--- src/logic/mondo_beat_counter.sv ---
`timescale 1ns/1ps

module mondo_beat_counter (
   input  logic       clk,
   input  logic       rst_n,
   input  logic       clear,
   input  logic       advance,
   output logic [3:0] beat_idx,
   output logic       last_beat
);

   always_ff @(posedge clk or negedge rst_n) begin
      if (!rst_n) begin
         beat_idx <= '0;
      end else if (clear) begin
         beat_idx <= '0;
      end else if (advance) begin
         beat_idx <= beat_idx + 4'd1;
      end
   end

   // Byte 15 is the final payload beat
   assign last_beat = &beat_idx;

   // FSM has to stop advancing at the last beat
   assert property (@(posedge clk) disable iff (!rst_n)
      advance |-> !last_beat)
      else $error("%m: data beat counter wrapped");

endmodule

--- config.mk ---
export PLATFORM = sky130hd
export DESIGN_NAME = mondo_beat_counter
export DESIGN_NICKNAME = d
export VERILOG_FILES = /design/src/logic/mondo_beat_counter.sv
export SDC_FILE = /design/constraint.sdc
export NUM_CORES = 1
export LEC_CHECK = 0
export ABC_AREA = 1
export BUFFER_PORTS_ARGS = -buffer_cell sky130_fd_sc_hd__clkbuf_2
export CAP_MARGIN = 10
export CORE_AREA = 10 10 47 49
export CTS_BUF_LIST = sky130_fd_sc_hd__clkbuf_8 sky130_fd_sc_hd__clkbuf_16
export DETAILED_ROUTE_END_ITERATION = 16
export DIE_AREA = 0 0 57 59
export MAX_ROUTING_LAYER = met4
export SLEW_MARGIN = 20
export SYNTH_ARGS = -nofsm -noshare
export SYNTH_HDL_FRONTEND = slang
export SYNTH_SLANG_ARGS = --single-unit
--- constraint.sdc ---
create_clock -name clk -period 2 [get_ports clk]
set_input_delay 0 -clock clk [delete_from_list [all_inputs] [get_ports clk]]
set_output_delay 0 -clock clk [all_outputs]
set_load 0.03 [all_outputs]
==> results of run 1 <==
==> critical path, cell delays in order, from the launching register on <==
cell and delay [ps]:
dfrtp_1 380, ha_1 180, nand2_1 70, nor2_1 90
clkbuf_2 210
==> layer usage <==
metal	vias up	track usage	routed length, µm
li1	108	-	-
met1	95	0.0321	213
met2	5	0.0527	260
met3	0	0.0236	50
met4	0	0.0403	0
met5	-	-	0
==> report_power, final <==
group,switching (mW),internal (mW)
logic,0.0711,0.0370
registers,0.0170,0.0977
clock network,0.0393,0.128
total,0.127,0.263
==> timing repair <==
item | in CTS | in global routing
hold buffers | 2 | 0
hold endpoints to repair | 5 | 0
buffers inserted | 0 | 0
==> worst paths after layout <==
path	to	start	slack, ps
worst max-delay path	last_beat	beat_idx[0]	860
worst min-delay path	beat_idx[2]	advance	50
worst max register to register	beat_idx[2]	beat_idx[0]	980
worst min register to register	beat_idx[1]	beat_idx[1]	540
max in group asynchronous	beat_idx[2]	rst_n	1740
min in group asynchronous	beat_idx[0]	rst_n	130
==> cell type report <==
cell class	count	area [µm²]
Clock buffer	3	41.3
Inverter	5	18.8
Fill cell	157	1070
Sequential cell	4	100
Tap cell	16	20.0
Timing Repair Buffer	10	60.1
Multi-Input combinational cell	17	92.6
==> synthesized netlist by cell type, drive strengths merged <==
| cell type | number |
|---|---|
| dfrtp | 4 |
| ha | 1 |
| a21oi | 3 |
| a211oi | 1 |
| nand2 | 5 |
| inv | 5 |
| nor2 | 5 |
| nand3 | 2 |
==> through the flow <==
stage               hold WS [ps]  setup WS, ps
global route                78.0           789
detailed placement          -180           984
global placement            -183           998
CTS                         45.1           838
floorplan                   -296           774
finish                      51.4           864
==> logic make-up after synthesis <==
logic type / share of synthesized area
AND/OR/NAND/NOR: 0.272
buffers and inverters: 0.0888
AO/OA/AOI/OAI: 0.107
flip-flops: 0.473
adder cells (fa/ha/maj): 0.0592
==> cell usage in the layout (no fill, tap or decap), drive strengths merged <==
master and n:
inv 5, ha 1, dfrtp 4, nand2 5, a21oi 3, nand3 2, clkbuf 11, a211oi 1
dlygate4sd3 2, nor2 5
==> results.json, run 1 <==
{
  "crit_type": "flop to output pin",
  "p_per_area_nw_per_um2": 1170,
  "netlist_instances": 26,
  "drive_gt1_frac": 0.333,
  "hp-class": "input port to flop",
  "fin_util": 0.238,
  "grt_max_degree": 6,
  "grt_overflow": 0,
  "status": "complete, no violations",
  "coreArea_um2": 1400,
  "min_period_ps": 1140,
  "clockBufferDepth": 2,
  "hpwl_um": 450,
  "required_ps": 2000,
  "arrival_ps": 1140,
  "post_drt_wl_per_cell_um": 9.51,
  "synth_top_cell_by_area": "dfrtp_1",
  "regMostFlops": "beat_idx",
  "grt_pass1_vias": 222,
  "place_area_um2": 272,
  "fmax_ghz": 0.880,
  "drcViolationCount": 0,
  "initial_core_util": 0.151,
  "cts_resized": 0,
  "slew_headroom": 0.878,
  "ys_seq_elements": 4,
  "largestRegisters": "beat_idx (4)",
  "synth_top_area_frac": 0.473,
  "insertion_delay_ps": 210,
  "syn_area_per_cell_um2": 8.13,
  "total_power_mw": 0.390,
  "ys_warn_count": 0,
  "dr.pass1.iters": 4,
  "cts-htree-levels": 1,
  "antenna_found_initial": 0,
  "rsz0062_at_grt": "no",
  "fp-row-count": 14,
  "largest_reg_flops": 4,
  "grt_first_pass_wirelength_um": 897,
  "cts_sinks": 4,
  "cts_buffers": 3,
  "tns_ps": 0,
  "io_pins": 9,
  "gp_congestion": 0.707,
  "antennaDiodeCount": 0,
  "drt-total-wl_um": 523,
  "synthTopCellsByArea": "dfrtp_1 (47%), inv_1 (8.9%), nand2_1 (8.9%)",
  "die_y_um": 59,
  "synth_area_um2": 211,
  "dp_cells": 50,
  "syn_nets": 31,
  "portBuffers": 8,
  "ant_nets": 0,
  "cts_tree": "yes",
  "nets": 46,
  "reg2reg_depth": 4,
  "finalInstanceArea_um2": 333,
  "maxCapViolCount": 0,
  "power.leakage_nw": 0.183,
  "ys_types": 10,
  "yosysSeqAreaShare": 0.473,
  "viasPerCell": 3.78,
  "cp-end-kind": "output pin",
  "hold_depth": 2,
  "hold_viol_final": 0,
  "tightestPinTransition_ps": 182,
  "route.vias.total": 208,
  "fin_skew_ps": 0.200,
  "first_iter_violations": 3,
  "path_clk_slew_ps": 30,
  "slew_violations": 0,
  "grtUsageTotal": 0.0373,
  "cts_root_buffer": "clkbuf_8",
  "stdcell_count": 55,
  "period_share": 0.568,
  "area_delta_synth_final_pct": 57.4,
  "startpoint_type": "flop",
  "die_w_um": 57,
  "die_area_um2": 3360,
  "cp_max_fo": 4,
  "setup_viol": 0,
  "peakVddDrop_v": 0.000257
}
No activity file was read; power rests on OpenSTA's default activity.
==> run 2, diff against run 1 <==
- clock period: 2 -> 1.2 ns (I/O delays scaled with it)
==> results.json, run 2 (synthesis gave the netlist of run 1 again) <==
{
  "status": "complete, no violations",
  "insertion_delay_ps": 210,
  "post-place-ws_ps": 106,
  "slew_headroom": 0.838,
  "route.vias.total": 199,
  "r2r-start": "beat_idx[0]",
  "gp_congestion": 0.695,
  "first_iter_violations": 0,
  "tightestPinTransition_ps": 241,
  "cts_root_buffer": "clkbuf_8",
  "cp-end-kind": "output pin",
  "cts_tree": "yes",
  "layout_common_cells": "clkbuf_2 (7), inv_1 (5), nand2_1 (5)",
  "arrival_ps": 1090,
  "layout.cells.most_common": "clkbuf_2",
  "drive_gt1_frac": 0.395,
  "die_y_um": 59,
  "stdcell_count": 54,
  "ant_nets": 0,
  "drt-total-wl_um": 498,
  "tns_ps": 0,
  "cts_buffers": 3,
  "largestRegisters": "beat_idx (4)",
  "dr.pass1.iters": 1,
  "io_pins": 9,
  "antennaDiodeCount": 0,
  "min_to": "beat_idx[2]",
  "period_share": 0.911,
  "post_drt_wl_per_cell_um": 9.22,
  "slew_violations": 0,
  "viasPerCell": 3.69,
  "fill_cells": 161,
  "fp-row-count": 14,
  "portBuffers": 8,
  "die_w_um": 57,
  "hp-class": "input port to flop",
  "drcViolationCount": 0,
  "peakVddDrop_v": 0.000705,
  "hold_viol_final": 0,
  "coreArea_um2": 1400,
  "fin_skew_ps": 0.833,
  "regMostFlops": "beat_idx",
  "setup_viol": 0,
  "required_ps": 1200,
  "die_area_um2": 3360,
  "clockBufferDepth": 2,
  "grt_first_pass_wirelength_um": 779,
  "grtUsageTotal": 0.0342,
  "path_clk_slew_ps": 30,
  "p_per_area_nw_per_um2": 1960,
  "initial_core_util": 0.151,
  "grt_overflow": 0,
  "area_delta_synth_final_pct": 56.2,
  "register_area_um2": 100,
  "rsz0062_at_grt": "no",
  "grt_pass1_vias": 201,
  "grt_max_degree": 6,
  "crit_type": "flop to output pin",
  "hold_depth": 2,
  "r2r_end": "beat_idx[2]",
  "worst_slack_ps": 106,
  "cp_max_fo": 4,
  "cts-htree-levels": 1,
  "nets": 45,
  "fmax_ghz": 0.914,
  "hpwl_um": 434,
  "postCtsSetupBuffers": 0,
  "maxCapViolCount": 0,
  "largest_reg_flops": 4,
  "min_from": "clear",
  "dp_cells": 50,
  "cts_sinks": 4,
  "startpoint_type": "flop",
  "multiInputGateArea_um2": 97.6,
  "power.leakage_nw": 0.178,
  "antenna_found_initial": 0,
  "rrSetupSlack_ps": 130,
  "min_period_ps": 1090,
  "reg2reg_depth": 4
}
run 2: cell count changes in the layout (fill, tap and decap cells not counted):
cell | before | now
buf_4 | 0 | 1
clkbuf_2 | 8 | 7
dlygate4sd3_1 | 2 | 1
ha_1 | 1 | 0
ha_2 | 0 | 1
nor2_1 | 3 | 2
nor2_2 | 1 | 2
run 2: routing by layer:
layer,share of wire,global-route usage
met3,0.052,0.0193
met1,0.45,0.0273
met4,0.044,0.0403
met5,0,-
met2,0.46,0.0512
run 2: layout make-up:
| type | count | area share |
|---|---|---|
| Tap cell | 16 | 0.0606 |
| Inverter | 5 | 0.0568 |
| Multi-Input combinational cell | 17 | 0.295 |
| Clock buffer | 3 | 0.125 |
| Sequential cell | 4 | 0.303 |
| Timing Repair Buffer | 9 | 0.159 |
run 2: worst max-delay path, stage by stage, from the launching register on:
cell	delay, ps
dfrtp_1	380
ha_2	190
nand2_1	70
nor2_2	80
buf_4	160
run 2: worst max-delay path by stage:
stage	from	endpoint	slack (ps)	cells past startpoint
detailed placement	beat_idx[0]	beat_idx[2]	110	4
global placement	beat_idx[0]	beat_idx[2]	90	4
floorplan	beat_idx[0]	beat_idx[2]	60	4
CTS	beat_idx[1]	last_beat	50	4
finish	beat_idx[0]	last_beat	110	4
global route	beat_idx[0]	last_beat	30	4
run 2: repair_timing:
action,4_1_cts,5_1_grt
resized for setup,0,4
hold endpoints to repair,4,0
endpoints found under the setup margin,0,1
hold buffers,1,0
run 2: stage by stage:
step / util / power (mW) / hold slack (ps) / instance area [µm²]
final: 0.236 / 0.648 / 7.58 / 330
after global placement: 0.196 / 0.372 / -193 / 274
after global routing: 0.236 / 0.704 / 18.1 / 330
after CTS: 0.232 / 0.661 / 1.33 / 325
after detailed placement: 0.196 / 0.374 / -188 / 274
after floorplan: - / 0.316 / -296 / 214
run 2: where the power goes:
group | leakage, nW | switching (mW) | total, mW | internal (mW)
sequential | 0.0535 | 0.0276 | 0.190 | 0.163
combinational | 0.102 | 0.120 | 0.182 | 0.0616
clock | 0.0216 | 0.0625 | 0.276 | 0.213
