File: config.mk
export PLATFORM = sky130hd
export DESIGN_NAME = mondo_pop_fsm_flat
export DESIGN_NICKNAME = d
export VERILOG_FILES = /design/src/logic/mondo_iob_pkg.sv /design/src/logic/mondo_queue_pkg.sv /design/src/logic/queue_if.sv /design/src/logic/mondo_pop_fsm.sv /design/src/flat_wrapper.sv
export SDC_FILE = /design/constraint.sdc
export NUM_CORES = 1
export LEC_CHECK = 0
export BUFFER_PORTS_ARGS = -buffer_cell sky130_fd_sc_hd__buf_4
export CORE_AREA = 2 2 39 41
export DETAILED_ROUTE_END_ITERATION = 7
export DIE_AREA = 0 0 41 43
export GPL_TIMING_DRIVEN = 1
export PLACE_DENSITY_LB_ADDON = 0.05
export SYNTH_ARGS = -nofsm -noshare
export SYNTH_HDL_FRONTEND = slang
export SYNTH_SLANG_ARGS = --single-unit
File: constraint.sdc
create_clock -name clk -period 0.87 [get_ports clk]
set_input_delay 0 -clock clk [delete_from_list [all_inputs] [get_ports clk]]
set_output_delay 0 -clock clk [all_outputs]
set_load 0.05 [all_outputs]
File: src/logic/mondo_iob_pkg.sv
// Mondo bus toward the I/O bridge
package mondo_iob_pkg;

   // Byte-wide mondo bus
   localparam int MONDO_BUS_WIDTH = 8;

   // Payload bytes sent after the two header beats
   localparam int DATA_BEATS = 16;

   // What the serializer drives on the next bus cycle
   typedef enum logic [1:0] {
      BEAT_NONE,
      BEAT_CPU,
      BEAT_AGENT,
      BEAT_DATA
   } beat_sel_t;

endpackage

File: src/logic/mondo_queue_pkg.sv
// Queue entry formats and inbound bus layout for the mondo request path
package mondo_queue_pkg;

   // Id widths shared by the agent id and the CPU id
   localparam int ID_WIDTH = 5;

   // Inbound address/data bus and mondo payload
   localparam int AD_WIDTH = 128;

   // Id positions on the bus during the header cycle
   localparam int AD_CPU_ID_LO   = 0;
   localparam int AD_AGENT_ID_LO = 5;

   // Request queue depth, also the sender's initial credit count
   localparam int MRQQ_DEPTH = 8;

   // Acknowledge queue depth
   localparam int MAKQ_DEPTH = 4;

   // One inbound mondo as held in the request queue
   typedef struct packed {
      logic                err;
      logic [ID_WIDTH-1:0] agent_id;
      logic [ID_WIDTH-1:0] cpu_id;
      logic [AD_WIDTH-1:0] data;
   } mrqq_entry_t;

   // Result of one mondo, drained at the top level
   typedef struct packed {
      logic                nack;
      logic [ID_WIDTH-1:0] agent_id;
      logic [ID_WIDTH-1:0] cpu_id;
   } makq_entry_t;

endpackage
File: src/logic/queue_if.sv
`timescale 1ns/1ps

// Push/pop handshake between a queue and its producer and consumer
interface queue_if #(
   parameter type T = logic
) ();

   // Producer side
   logic push;
   T     push_data;
   logic full;

   // Consumer side, data is the head entry while valid is high
   logic valid;
   T     data;
   logic pop;

   modport producer (
      output push,
      output push_data,
      input  full
   );

   modport consumer (
      input  valid,
      input  data,
      output pop
   );

   modport storage (
      input  push,
      input  push_data,
      output full,
      output valid,
      output data,
      input  pop
   );

endinterface

File: src/logic/mondo_pop_fsm.sv
`timescale 1ns/1ps

module mondo_pop_fsm (
   input  logic                     clk,
   input  logic                     rst_n,
   input  logic                     iob_ack,
   input  logic                     iob_nack,
   queue_if.consumer                req,
   queue_if.producer                ack,
   input  logic                     last_beat,
   output logic                     cnt_clear,
   output logic                     cnt_advance,
   output mondo_iob_pkg::beat_sel_t beat_sel,
   output logic                     credit_return
);

   import mondo_queue_pkg::*;
   import mondo_iob_pkg::*;

   typedef enum logic [2:0] {
      IDLE,
      HDR1,
      DATA,
      ACK_WAIT,
      ERR0,
      ERR1
   } state_t;

   state_t              state;
   state_t              next_state;
   mrqq_entry_t         cur;
   makq_entry_t         result;
   logic                start;
   logic                resp;
   logic                ack_ff;
   logic                nack_ff;
   logic [ID_WIDTH-1:0] agent_id;
   logic [ID_WIDTH-1:0] cpu_id;

   assign cur = req.data;

   // Room for the result must exist before a request is taken
   assign start = (state == IDLE) && req.valid && !ack.full;
   assign resp  = ack_ff || nack_ff;

   always_comb begin
      case (state)
         IDLE:     next_state = start ? (cur.err ? ERR0 : HDR1) : IDLE;
         HDR1:     next_state = DATA;
         DATA:     next_state = last_beat ? ACK_WAIT : DATA;
         ACK_WAIT: next_state = resp ? IDLE : ACK_WAIT;
         ERR0:     next_state = ERR1;
         ERR1:     next_state = IDLE;
         default:  next_state = IDLE;
      endcase
   end

   always_ff @(posedge clk or negedge rst_n) begin
      if (!rst_n) begin
         state   <= IDLE;
         ack_ff  <= 1'b0;
         nack_ff <= 1'b0;
      end else begin
         state   <= next_state;
         ack_ff  <= iob_ack;
         nack_ff <= iob_nack;
      end
   end

   // Ids outlive the request entry, which leaves before the bridge answers
   always_ff @(posedge clk) begin
      if (start) begin
         agent_id <= cur.agent_id;
         cpu_id   <= cur.cpu_id;
      end
   end

   // Error entries leave at once and sent ones on the last data select
   assign req.pop       = (start && cur.err) || ((state == DATA) && last_beat);
   assign credit_return = req.pop;

   always_comb begin
      case (state)
         IDLE:    beat_sel = (start && !cur.err) ? BEAT_CPU : BEAT_NONE;
         HDR1:    beat_sel = BEAT_AGENT;
         DATA:    beat_sel = BEAT_DATA;
         default: beat_sel = BEAT_NONE;
      endcase
   end

   // Counter back to zero for the next mondo
   assign cnt_clear   = (state == HDR1) || ((state == DATA) && last_beat);
   assign cnt_advance = (state == DATA) && !last_beat;

   always_comb begin
      result.nack     = (state == ERR0) ? 1'b1 : nack_ff;
      result.agent_id = agent_id;
      result.cpu_id   = cpu_id;
   end

   assign ack.push      = ((state == ACK_WAIT) && resp) || (state == ERR0);
   assign ack.push_data = result;

   // A bridge answer is only taken while a mondo waits for it
   assert property (@(posedge clk) disable iff (!rst_n)
      resp |-> (state == ACK_WAIT))
      else $error("%m: bridge response with no mondo in flight");

endmodule

File: src/flat_wrapper.sv
// flat-port wrapper written by rule: the top's interface ports become plain ports
module mondo_pop_fsm_flat import mondo_queue_pkg::*; import mondo_iob_pkg::*;
  (clk, rst_n, iob_ack, iob_nack, last_beat, cnt_clear, cnt_advance, beat_sel, credit_return, req_valid, req_data, req_pop, ack_push, ack_push_data, ack_full);
  queue_if req_i ();
  queue_if ack_i ();
  input  logic clk;
  input  logic rst_n;
  input  logic iob_ack;
  input  logic iob_nack;
  input  logic last_beat;
  output logic cnt_clear;
  output logic cnt_advance;
  output mondo_iob_pkg::beat_sel_t beat_sel;
  output logic credit_return;
  input wire logic [$bits(req_i.valid)-1:0] req_valid;
  input wire logic [$bits(req_i.data)-1:0] req_data;
  output wire logic [$bits(req_i.pop)-1:0] req_pop;
  output wire logic [$bits(ack_i.push)-1:0] ack_push;
  output wire logic [$bits(ack_i.push_data)-1:0] ack_push_data;
  input wire logic [$bits(ack_i.full)-1:0] ack_full;
  assign req_i.valid = req_valid;
  assign req_i.data = req_data;
  assign req_pop = req_i.pop;
  assign ack_push = ack_i.push;
  assign ack_push_data = ack_i.push_data;
  assign ack_i.full = ack_full;
  mondo_pop_fsm u_core (.clk(clk), .rst_n(rst_n), .iob_ack(iob_ack), .iob_nack(iob_nack), .req(req_i), .ack(ack_i), .last_beat(last_beat), .cnt_clear(cnt_clear), .cnt_advance(cnt_advance), .beat_sel(beat_sel), .credit_return(credit_return));
endmodule
==> results.json <==
{
  "clk_pin_slew_ps": 40,
  "synthArstFlopShare_pct": 100,
  "place_congestion": 0.667,
  "failed_checks": "setup timing",
  "synth-seq-area-share_pct": 41.0,
  "yosys-top-cells-area": "dfrtp_1, buf_4, nor2_1, nor3_1, nand2b_4",
  "start_util_pct": 22.1,
  "grt.total_usage_pct": 11.6,
  "clkLatencyLatePin_ps": 230,
  "grt_overflow": 0,
  "path_buf_inv": 1,
  "slowest_delay_ps": 420,
  "grt_pass1_vias": 352,
  "start_kind": "flop",
  "clkSinkCount": 5,
  "route.layer.met1.wl_um": 294,
  "fmax_ghz": 0.754,
  "multi_input_area_sq_um": 234,
  "cp.arrival_ps": 1330,
  "synth.distinct_cells": 21,
  "rsz0062_at_grt": "true",
  "netlist_area_sq_um": 305,
  "io_pins": 16,
  "grt_pass1_wl_mm": 1.33,
  "vdd_drop_max_mv": 1.43,
  "setup_viol": 9,
  "via_per_inst": 4.13,
  "ys_top_cells_by_count": "dfrtp_1, nor2_1, buf_4, nor3_1, nand2_1",
  "grt_max_degree": 7,
  "path_delay_family": "flip-flops",
  "period_minus_slack_ps": 1330,
  "vias": 339,
  "die_h_um": 43,
  "drv_cap": 0,
  "r2r-start": "u_core.state[0]",
  "clk_root_buffer_cell": "clkbuf_4",
  "wl_met2_um": 430,
  "seqCellArea_sq_um": 129,
  "p_per_area_nw_per_um2": 3860,
  "htree_levels": 1,
  "num_rows": 14,
  "antenna_found_initial": 0,
  "critPathCaptureType": "primary output",
  "nets": 75,
  "cts_tree": "yes",
  "whs_ps": 96.8,
  "dieArea_sq_um": 1760,
  "synth_largest_area_cell": "dfrtp_1",
  "drive_gt1_share_pct": 77.3,
  "syn_inst": 34,
  "final_cells": 82,
  "nFillCells": 132,
  "synthFlopType": "dfrtp_1",
  "firstDrtPassIters": 4,
  "synth_edf_count": 0,
  "routed_wl_um": 769,
  "worstSetupPathType": "flop to primary output",
  "ant_nets": 0,
  "syn-num-nets": 42,
  "required_ps": 870,
  "cts_max_path_buffers": 2,
  "wl_per_cell_um": 9.38,
  "status": "complete, but fails checks",
  "fp.dieW_um": 41,
  "p_leak_nw": 0.329,
  "diodes": 0,
  "r2r_cells": 5,
  "core-area_sq_um": 1380,
  "highest_layer": "met4",
  "skew_ps": 2.06,
  "hold_viol_final": 0,
  "syn2layout_area_growth_pct": 129,
  "cts_made_buffers": 3,
  "post-synth-top-area-fraction_pct": 41.0,
  "slew_viol_final": 0,
  "crit_chain": "nand2b_4 > or2_4 > a21oi_4 > buf_6",
  "place_inst": 69,
  "cp_slowest_cell": "dfrtp_2",
  "drc": 0,
  "io_buffer_count": 13,
  "fin_ws_ps": -455,
  "ys_seq_elements": 5,
  "path_max_fanout": 5,
  "r2r-end": "u_core.state[0]",
  "syn_area_per_cell_sq_um": 8.98,
  "route.met3.wl_um": 36,
  "pre_cts_slack_ps": -282,
  "yosysWarnings": 0,
  "drt_iter0_markers": 2,
  "r2r_setup_slack_ps": -280,
  "post-dp-hpwl_um": 566,
  "worstHoldPathType": "primary input to async pin",
  "finalCritPeriodShare_pct": 152
}
## area by class of cell
class	count	share of cell area, %
Timing Repair Buffer	32	40.9
Multi-Input combinational cell	24	33.5
Sequential cell	5	18.5
Clock buffer	4	3.76
Tap cell	16	2.87
Inverter	1	0.538
## placed cells by master, fill, tap and decap left out
cell	count
conb_1	1
clkbuf_4	3
nor2_4	1
or2_4	1
dfrtp_2	3
buf_4	20
a21oi_4	2
inv_2	1
nor2b_1	1
buf_6	8
dfrtp_1	2
clkbuf_1	1
a31oi_1	1
nand2b_4	3
nor2_1	3
o31ai_1	1
mux2i_1	1
nor3_4	2
o21bai_4	1
nor3_2	1
buf_8	1
nand2_2	1
dlygate4sd3_1	3
o21ai_2	1
and2_4	1
nand2_1	1
nor2_2	1
## worst max-delay path by stage
stage / end / depth (start not counted) / from
final: cnt_clear / 4 / u_core.state[0]
after global placement: cnt_clear / 4 / u_core.state[0]
after global routing: cnt_clear / 4 / u_core.state[0]
after CTS: cnt_clear / 4 / u_core.state[0]
after detailed placement: cnt_clear / 4 / u_core.state[0]
after floorplan: cnt_clear / 4 / u_core.state[0]
## per-stage QoR
step	utilization [%]	instance area, sq um	power (mW)	setup TNS (ps)
finish	50.5	698	2.70	-3000
detailed placement	38.1	527	2.00	-1450
CTS	47.6	658	2.59	-3200
floorplan	-	375	1.60	-1550
global placement	38.1	527	1.99	-1390
global route	50.5	698	2.86	-3500
## where the power goes
part / internal [mW] / switching, mW
sequential: 0.294 / 0.0682
combinational: 0.976 / 1.10
clock: 0.173 / 0.0833
## flip-flops by register name, indices dropped and copies added, names as in the netlist
| signal | flops |
|---|---|
| u_core.state | 3 |
| u_core.nack_ff | 1 |
| u_core.ack_ff | 1 |
## worst reg2reg max path: stages, from the launching register on
cell	delay, ps
dfrtp_2	420
buf_4	150
buf_4	130
mux2i_1	110
o31ai_1	80
a31oi_1	160
## layer usage
| metal | GRT usage [%] | up-vias |
|---|---|---|
| met5 | 0 | - |
| met4 | 10.0 | 0 |
| met3 | 3.14 | 2 |
| met2 | 18.4 | 10 |
| met1 | 11.5 | 155 |
| li1 | - | 172 |
## cells by family after synthesis
group           after synthesis  synth area share (%)
flops                         5                  41.0
compound gates                6                  13.1
mux                           1                  3.28
other cells                   1                  1.23
buf+inv                       5                  12.3
simple gates                 16                  29.1
## what timing repair did
| item | in CTS | in global routing |
|---|---|---|
| gates resized for setup | 16 | 6 |
| hold buffers | 3 | 0 |
| buffers inserted | 3 | 3 |
| gates cloned | 0 | 0 |
| pin swaps | 3 | 4 |
| hold endpoints to repair | 7 | 0 |
| setup endpoints to repair | 10 | 10 |
(Power assumes the default switching activity.)
