--- src/logic/queue_if.sv ---
`timescale 1ns/1ps

// Push/pop handshake between a queue and its producer and consumer
interface queue_if #(
   parameter type T = logic
) ();

   // Producer side
   logic push;
   T     push_data;
   logic full;

   // Consumer side, data is the head entry while valid is high
   logic valid;
   T     data;
   logic pop;

   modport producer (
      output push,
      output push_data,
      input  full
   );

   modport consumer (
      input  valid,
      input  data,
      output pop
   );

   modport storage (
      input  push,
      input  push_data,
      output full,
      output valid,
      output data,
      input  pop
   );

endinterface

--- src/logic/mondo_queue.sv ---
`timescale 1ns/1ps

module mondo_queue #(
   parameter type T     = logic,
   parameter int  DEPTH = 4
) (
   input logic      clk,
   input logic      rst_n,
   queue_if.storage q
);

   localparam int AW = $clog2(DEPTH);

   // Entry storage, flops only
   T mem [DEPTH];

   // Pointers carry one extra wrap bit
   logic [AW:0] wr_ptr;
   logic [AW:0] rd_ptr;

   logic [AW-1:0] wr_addr;
   logic [AW-1:0] rd_addr;

   assign wr_addr = wr_ptr[AW-1:0];
   assign rd_addr = rd_ptr[AW-1:0];

   // Same address, different lap means full
   assign q.full  = (wr_ptr[AW] != rd_ptr[AW]) && (wr_addr == rd_addr);
   assign q.valid = (wr_ptr != rd_ptr);
   assign q.data  = mem[rd_addr];

   always_ff @(posedge clk or negedge rst_n) begin
      if (!rst_n) begin
         wr_ptr <= '0;
         rd_ptr <= '0;
      end else begin
         if (q.push) begin
            wr_ptr <= wr_ptr + 1'b1;
         end
         if (q.pop) begin
            rd_ptr <= rd_ptr + 1'b1;
         end
      end
   end

   always_ff @(posedge clk) begin
      if (q.push) begin
         mem[wr_addr] <= q.push_data;
      end
   end

   // Wrap-bit pointers need a power-of-two depth
   if (DEPTH != (1 << AW)) begin : g_depth_check
      $error("mondo_queue depth %0d is not a power of two", DEPTH);
   end

   // Overflow from the producer side
   assert property (@(posedge clk) disable iff (!rst_n)
      q.push |-> !q.full)
      else $error("%m: push into a full queue");

   // Underflow from the consumer side
   assert property (@(posedge clk) disable iff (!rst_n)
      q.pop |-> q.valid)
      else $error("%m: pop from an empty queue");

endmodule

--- src/flat_wrapper.sv ---
// flat-port wrapper written by rule: the top's interface ports become plain ports
module mondo_queue_flat 
#(
   parameter type T     = logic,
   parameter int  DEPTH = 4
)
  (clk, rst_n, q_push, q_push_data, q_full, q_valid, q_data, q_pop);
  queue_if #(.T(T)) q_i ();
  input logic clk;
  input logic rst_n;
  input wire logic [$bits(q_i.push)-1:0] q_push;
  input wire logic [$bits(q_i.push_data)-1:0] q_push_data;
  output wire logic [$bits(q_i.full)-1:0] q_full;
  output wire logic [$bits(q_i.valid)-1:0] q_valid;
  output wire logic [$bits(q_i.data)-1:0] q_data;
  input wire logic [$bits(q_i.pop)-1:0] q_pop;
  assign q_i.push = q_push;
  assign q_i.push_data = q_push_data;
  assign q_full = q_i.full;
  assign q_valid = q_i.valid;
  assign q_data = q_i.data;
  assign q_i.pop = q_pop;
  mondo_queue #(.T(T), .DEPTH(DEPTH)) u_core (.clk(clk), .rst_n(rst_n), .q(q_i));
endmodule
--- config.mk ---
export PLATFORM = sky130hd
export DESIGN_NAME = mondo_queue_flat
export DESIGN_NICKNAME = d
export VERILOG_FILES = /design/src/logic/queue_if.sv /design/src/logic/mondo_queue.sv /design/src/flat_wrapper.sv
export SDC_FILE = /design/constraint.sdc
export NUM_CORES = 1
export LEC_CHECK = 0
export ABC_CLOCK_PERIOD_IN_PS = 1200
export CORE_AREA = 3 3 40 42
export DETAILED_ROUTE_END_ITERATION = 10
export DIE_AREA = 0 0 43 45
export DONT_BUFFER_PORTS = 1
export PLACE_DENSITY_LB_ADDON = 0.08
export SETUP_SLACK_MARGIN = 0.3
export SLEW_MARGIN = 10
export SYNTH_ARGS = -nofsm -noshare
export SYNTH_HDL_FRONTEND = slang
export SYNTH_SLANG_ARGS = --single-unit
--- constraint.sdc ---
create_clock -name clk -period 1.2 [get_ports clk]
set_clock_uncertainty 0.1 [all_clocks]
set_input_delay 0.24 -clock clk [delete_from_list [all_inputs] [get_ports clk]]
set_output_delay 0.24 -clock clk [all_outputs]
set_load 0.01 [all_outputs]
==> impl_metrics.toml, run 1 <==
[place]
gp_congestion = 0.5885
port_buffers = 0
post-place-ws_ns = -0.07584
dp.cells = 52
hpwlAfterDp_um = 531.8

[layout]
n_antenna_cell = 0
syn_to_final_growth_pct = 39.33
final_cells = 62
fillers = 117
drive_above_1_share_pct = 53.19
seqCellArea_um2 = 272.8
multi_input_area_um2 = 267.8
layout.nets = 58

[clock_network]
htree_levels = 1
cts.sinks = 10
numCtsBuffers = 3
clock_path_buffers = 2
cts_root_buf = "clkbuf_4"
clkTransAtPathRegs_ns = 0.06
clk-insertion-delay-late_ns = 0.26
cts_tree = "built"

[routing]
viasPerCell = 4.597
drc_errors = 0
wire_per_inst_um = 12.26
drt-initial-drc-count = 0
wl_um = 760
postRouteAntennaNets = 0
drtPass1Iterations = 1
vias = 285

[yosys]
yosysTopAreaCellShare_pct = 30.85
synth.distinct_cells = 13
synthArstFlopShare_pct = 60.00
ys_warn_count = 0
synthSimpleGateAreaFrac_pct = 9.512
synth-edff-count = 4
synth_xor_xnor_area_share_pct = 12.60
synth-compound-area-share_pct = 1.028
ys_seq_area_share_pct = 55.53
yosys.cell_count.top_type = "dfrtp_1"
synthAdderAreaFrac_pct = 12.85
synth_flop_cell = "dfrtp_1"
syn-cell-area_um2 = 486.7
synth_mux_area_share_pct = 6.941
synthTopCellsByArea = "dfrtp_1 31%, edfxtp_1 25%, ha_1 13%, xnor2_1 7.2%, xor2_1 5.4%"
syn_inst = 35
synthTopCellsByCount = "6 x dfrtp_1, 5 x ha_1, 4 x and2_1, 4 x edfxtp_1, 4 x xnor2_1"
yosys.area.top_type = "dfrtp_1"
synth_top_family_by_area = "adder cells"
syn_nets = 45
synth-seq-cells = 10
syn_avg_cell_area_um2 = 13.91

[pwr]
ir_worst_vdd_mv = 1.155
power.density_mw_per_mm2 = 2493
power_leakage_nw = 0.2868

[floorplanning]
initial_core_util_pct = 37.88
io_pins = 8
rows = 13
die-area_mm2 = 0.001935
fp.dieH_um = 45
die_w_um = 43
core_area_mm2 = 0.001285

[sta]
setup_violations = 7
slew_violations = 0
rsz0062_at_grt = "true"
hold_viol_final = 0
fin_ws_ns = -0.3077
clock.fmax_mhz = 663.3
relSlewSlack_pct = 81.32
period_share_pct = 125.6
post-route-min-period_ns = 1.508
tightest_slew_ns = 0.2793

[setup_path]
required_ns = 0.86
cp-start-kind = "flop"
crit_arrival_ns = 1.17
worstPathMaxFanout = 3
critPathKind = "reg2out"
endpoint_kind = "output pin"

[outcome]
failed_checks = "setup timing"
status = "complete, but fails checks"

[global_routing]
grt-ovfl-total = 0
antenna_found_initial = 0
grt_pass1_vias = 288
grt_pass1_wl_um = 1173
grt_max_degree = 7
track_usage_pct = 9.354

[worst_hold_path]
hp-class = "in2reg"

[job]
max-cap-violations = 0
-- metrics by stage --
step / instance area, um2 / setup TNS, ns / hold slack [ns] / util [%] / power [mW]
2_1_floorplan: 493.0 / -0.08937 / -0.1556 / - / 1.042
3_3_place_gp: 526.8 / -0.1598 / -0.1554 / 40.99 / 1.168
3_5_place_dp: 526.8 / -0.1723 / -0.1554 / 40.99 / 1.191
4_1_cts: 618.1 / -0.9646 / 0.03450 / 48.10 / 1.521
5_1_grt: 678.2 / -1.343 / 0.03332 / 52.78 / 1.828
6_report: 678.2 / -1.089 / 0.04455 / 52.78 / 1.690
-- area by class of cell --
cell class / instances / share of cell area, %
Tap cell: 15 / 2.768
Clock buffer: 3 / 3.321
Clock inverter: 1 / 0.5535
Sequential cell: 10 / 40.22
Timing Repair Buffer: 8 / 11.81
Inverter: 2 / 1.845
Multi-Input combinational cell: 23 / 39.48
-- metal layers --
metal,GRT usage [%],up-vias,wire [um]
li1,-,140,-
met1,8.462,139,302
met2,14.97,4,413
met3,3.586,2,32
met4,10.84,0,11
met5,0,-,0
-- placed cells by master, fill, tap and decap left out --
master / synthesis / final
and2_4: 0 / 4
edfxtp_1: 4 / 4
dfrtp_1: 6 / 4
xor2_1: 3 / 3
clkbuf_4: 0 / 3
dlygate4sd3_1: 0 / 3
inv_4: 0 / 2
xnor2_1: 4 / 2
xnor2_2: 0 / 2
ha_4: 0 / 2
ha_2: 0 / 2
buf_4: 0 / 2
buf_6: 0 / 2
dfrtp_2: 0 / 2
mux4_2: 1 / 1
nand3_1: 1 / 1
and3b_2: 0 / 1
nand2_1: 2 / 1
mux2_2: 1 / 1
nand2_2: 0 / 1
o21ai_1: 0 / 1
ha_1: 5 / 1
clkinv_1: 0 / 1
dlymetal6s4s_1: 0 / 1
-- state kept, by name, indices dropped and copies added (netlist names) --
register       flops
u_core.mem         4
u_core.rd_ptr      3
u_core.wr_ptr      3
-- worst max-delay path, stage by stage, from the launching register on --
cell and delay [ns]:
dfrtp_1 0.39, buf_4 0.16, xnor2_2 0.13, and3b_2 0.23
-- logic make-up (layout without fill, tap and decap cells) --
family	after synthesis	after routing
xor+xnor	7	7
mux	2	2
fa+ha+maj	5	5
compound gates	1	1
buf+inv	2	14
simple gates	8	8
flops	10	10
-- path summary, 6_finish.rpt --
path	start	to	slack (ns)	cells past startpoint
max	u_core.rd_ptr[0]	q_full	-0.31	3
min	q_pop	u_core.rd_ptr[1]	0.04	1
max reg2reg	u_core.wr_ptr[1]	u_core.mem[1]	-0.11	4
min reg2reg	u_core.wr_ptr[2]	u_core.wr_ptr[2]	0.38	1
max in group asynchronous	rst_n	u_core.wr_ptr[0]	0.57	1
min in group asynchronous	rst_n	u_core.rd_ptr[0]	0.19	1
-- power breakdown --
group / total, mW / switching, mW / internal [mW] / leakage (nW)
clock: 0.227 / 0.107 / 0.120 / 0.0154
sequential: 0.655 / 0.157 / 0.498 / 0.105
combinational: 0.808 / 0.326 / 0.482 / 0.166
total: 1.69 / 0.591 / 1.10 / 0.287
-- timing repair --
action	in CTS	in global routing
hold endpoints to repair	13	0
gates resized for setup	10	9
hold buffers	4	0
setup buffers	0	2
pin swaps	0	1
setup endpoints to repair	13	17
(Power assumes the default switching activity.)
==> run 2: changes to the inputs <==
--- a/config.mk
+++ b/config.mk
@@ -5,7 +5,7 @@
 export SDC_FILE = /design/constraint.sdc
 export NUM_CORES = 1
 export LEC_CHECK = 0
-export ABC_CLOCK_PERIOD_IN_PS = 1200
+export ABC_CLOCK_PERIOD_IN_PS = 1500
 export CORE_AREA = 3 3 40 42
 export DETAILED_ROUTE_END_ITERATION = 10
 export DIE_AREA = 0 0 43 45
==> constraint.sdc (replaced) <==
create_clock -name clk -period 1.5 [get_ports clk]
set_clock_uncertainty 0.1 [all_clocks]
set_input_delay 0.3 -clock clk [delete_from_list [all_inputs] [get_ports clk]]
set_output_delay 0.3 -clock clk [all_outputs]
set_load 0.01 [all_outputs]
==> run 2 against run 1 <==
The flow still finishes with violations (setup timing). Flip-flop and latch count stayed put. Non-clock buffer count is 6 lower. Global-route usage is 1.5 points lower. Total power is 33% lower. Sequential power is 21% lower. Die area stayed put. Critical path type unchanged. Largest power group is now sequential cells.
==> impl_metrics.toml, run 2 (synthesized netlist as in run 1, its figures left out) <==
[floorplanning]
io_pins = 8
die-area_mm2 = 0.001935
fp.dieH_um = 45
rows = 13
initial_core_util_pct = 37.88
core_area_mm2 = 0.001285
die_w_um = 43

[layout]
largest_register = "u_core.mem"
drive_above_1_share_pct = 34.15
n_antenna_cell = 0
fin_util_pct = 44.11
final_cells = 56
final_common_cell = "ha_1"
fillers = 123
layout.nets = 52
top_regs = "u_core.mem (4), u_core.rd_ptr (3), u_core.wr_ptr (3)"
syn_to_final_growth_pct = 16.45
largest_reg_flops = 4
layout_common_cells = "5 x ha_1, 4 x edfxtp_1"
fin_area_um2 = 566.8

[job]
max-cap-violations = 0

[routing]
drt-initial-drc-count = 0
postRouteAntennaNets = 0
drc_errors = 0
wire_per_inst_um = 10.98
drtPass1Iterations = 1
viasPerCell = 4.607
vias = 258
wl_um = 615

[place]
dpl_cell_area_um2 = 506.7
post-place-ws_ns = 0.1025
gp_congestion = 0.6385
dp.cells = 50
port_buffers = 0
hpwlAfterDp_um = 502.1

[pwr]
power_leakage_nw = 0.2417
ir_worst_vdd_mv = 0.7950
power.density_mw_per_mm2 = 1989

[worst_hold_path]
holdPathStages = 1
hp-class = "in2reg"
hold_start = "q_push"
worstHoldEndpoint = "u_core.wr_ptr[0]"

[outcome]
status = "complete, but fails checks"
failed_checks = "setup timing"

[setup_path]
critPathKind = "reg2out"
worst_path_dominant_cell_family = "multiplexers"
worstPathMaxFanout = 3
rr_startpoint = "u_core.rd_ptr[0]"
r2r_end = "u_core.rd_ptr[1]"
required_ns = 1.10
critPathBufInv = 0
endpoint_kind = "output pin"
worstPathCellList = "mux4_2"
cp-start-kind = "flop"
cp_slowest_cell = "mux4_2"
rr_worst_depth = 3
crit_arrival_ns = 1.18
critPathMaxStageDelay_ns = 0.54
rrSetupSlack_ns = 0.19

[global_routing]
grt-ovfl-total = 0
antenna_found_initial = 0
track_usage_pct = 7.881
grt_pass1_vias = 271
grt_max_degree = 8
grt_pass1_wl_um = 1055

[clock_network]
htree_levels = 1
clk-insertion-delay-late_ns = 0.25
cts_root_buf = "clkbuf_4"
clock_path_buffers = 2
clkTransAtPathRegs_ns = 0.06
cts.sinks = 10
cts_tree = "built"
numCtsBuffers = 3

[sta]
post-route-min-period_ns = 1.583
slew_violations = 0
rsz0062_at_grt = "true"
period_share_pct = 105.6
setup_violations = 2
fin_ws_ns = -0.08332
tightest_slew_ns = 0.2664
clock.fmax_mhz = 631.6
relSlewSlack_pct = 82.18
hold_viol_final = 0
[run 2: how the worst max path moves through the flow]
stage | from | end | cells past startpoint
6_report | u_core.rd_ptr[0] | q_data | 1
5_1_grt | u_core.rd_ptr[0] | q_data | 1
4_1_cts | u_core.rd_ptr[0] | q_data | 1
3_5_place_dp | u_core.rd_ptr[0] | q_data | 1
3_3_place_gp | u_core.rd_ptr[0] | q_data | 1
2_1_floorplan | u_core.rd_ptr[0] | q_data | 1
[run 2: what timing repair did]
item                                    4_1_cts  5_1_grt
endpoints found under the setup margin        6        9
resized for setup                             2        5
pin swaps                                     0        2
hold buffers                                  1        0
hold endpoints to repair                      6        0
setup buffers                                 1        0
[run 2: worst reg2reg max path, stage by stage, from the launching register on]
cell and delay (ns):
dfrtp_2 0.43, buf_4 0.15, ha_1 0.27, mux2_2 0.26
[run 2: cell type report]
class	count	area, um2	share of cell area [%]
Clock buffer	3	22.52	3.974
Sequential cell	10	274.0	48.34
Inverter	2	7.507	1.325
Timing Repair Buffer	2	17.52	3.091
Clock inverter	1	3.754	0.6623
Tap cell	15	18.77	3.311
Multi-Input combinational cell	23	222.7	39.29
[run 2: stage by stage]
| step | total power [mW] | TNS (ns) | hold WS, ns |
|---|---|---|---|
| after global placement | 0.8892 | 0 | -0.09542 |
| after detailed placement | 0.8950 | 0 | -0.09537 |
| after floorplan | 0.8212 | 0 | -0.09559 |
| after global routing | 1.225 | -0.2365 | 0.01145 |
| final | 1.127 | -0.1248 | 0.02515 |
| after CTS | 1.105 | -0.1650 | 0.01405 |
[run 2: report_power, final]
part / total [mW] / internal [mW] / leakage [nW] / switching [mW]
Combinational: 0.438 / 0.252 / 0.122 / 0.186
Sequential: 0.517 / 0.402 / 0.104 / 0.116
Clock: 0.172 / 0.0953 / 0.0154 / 0.0771
Total: 1.13 / 0.749 / 0.242 / 0.379
[run 2: layer usage]
metal	vias up	wire length [um]	GRT usage, %
li1	130	-	-
met1	123	266	8.122
met2	5	309	12.28
met3	0	39	5.578
met4	0	0	3.614
met5	-	0	0
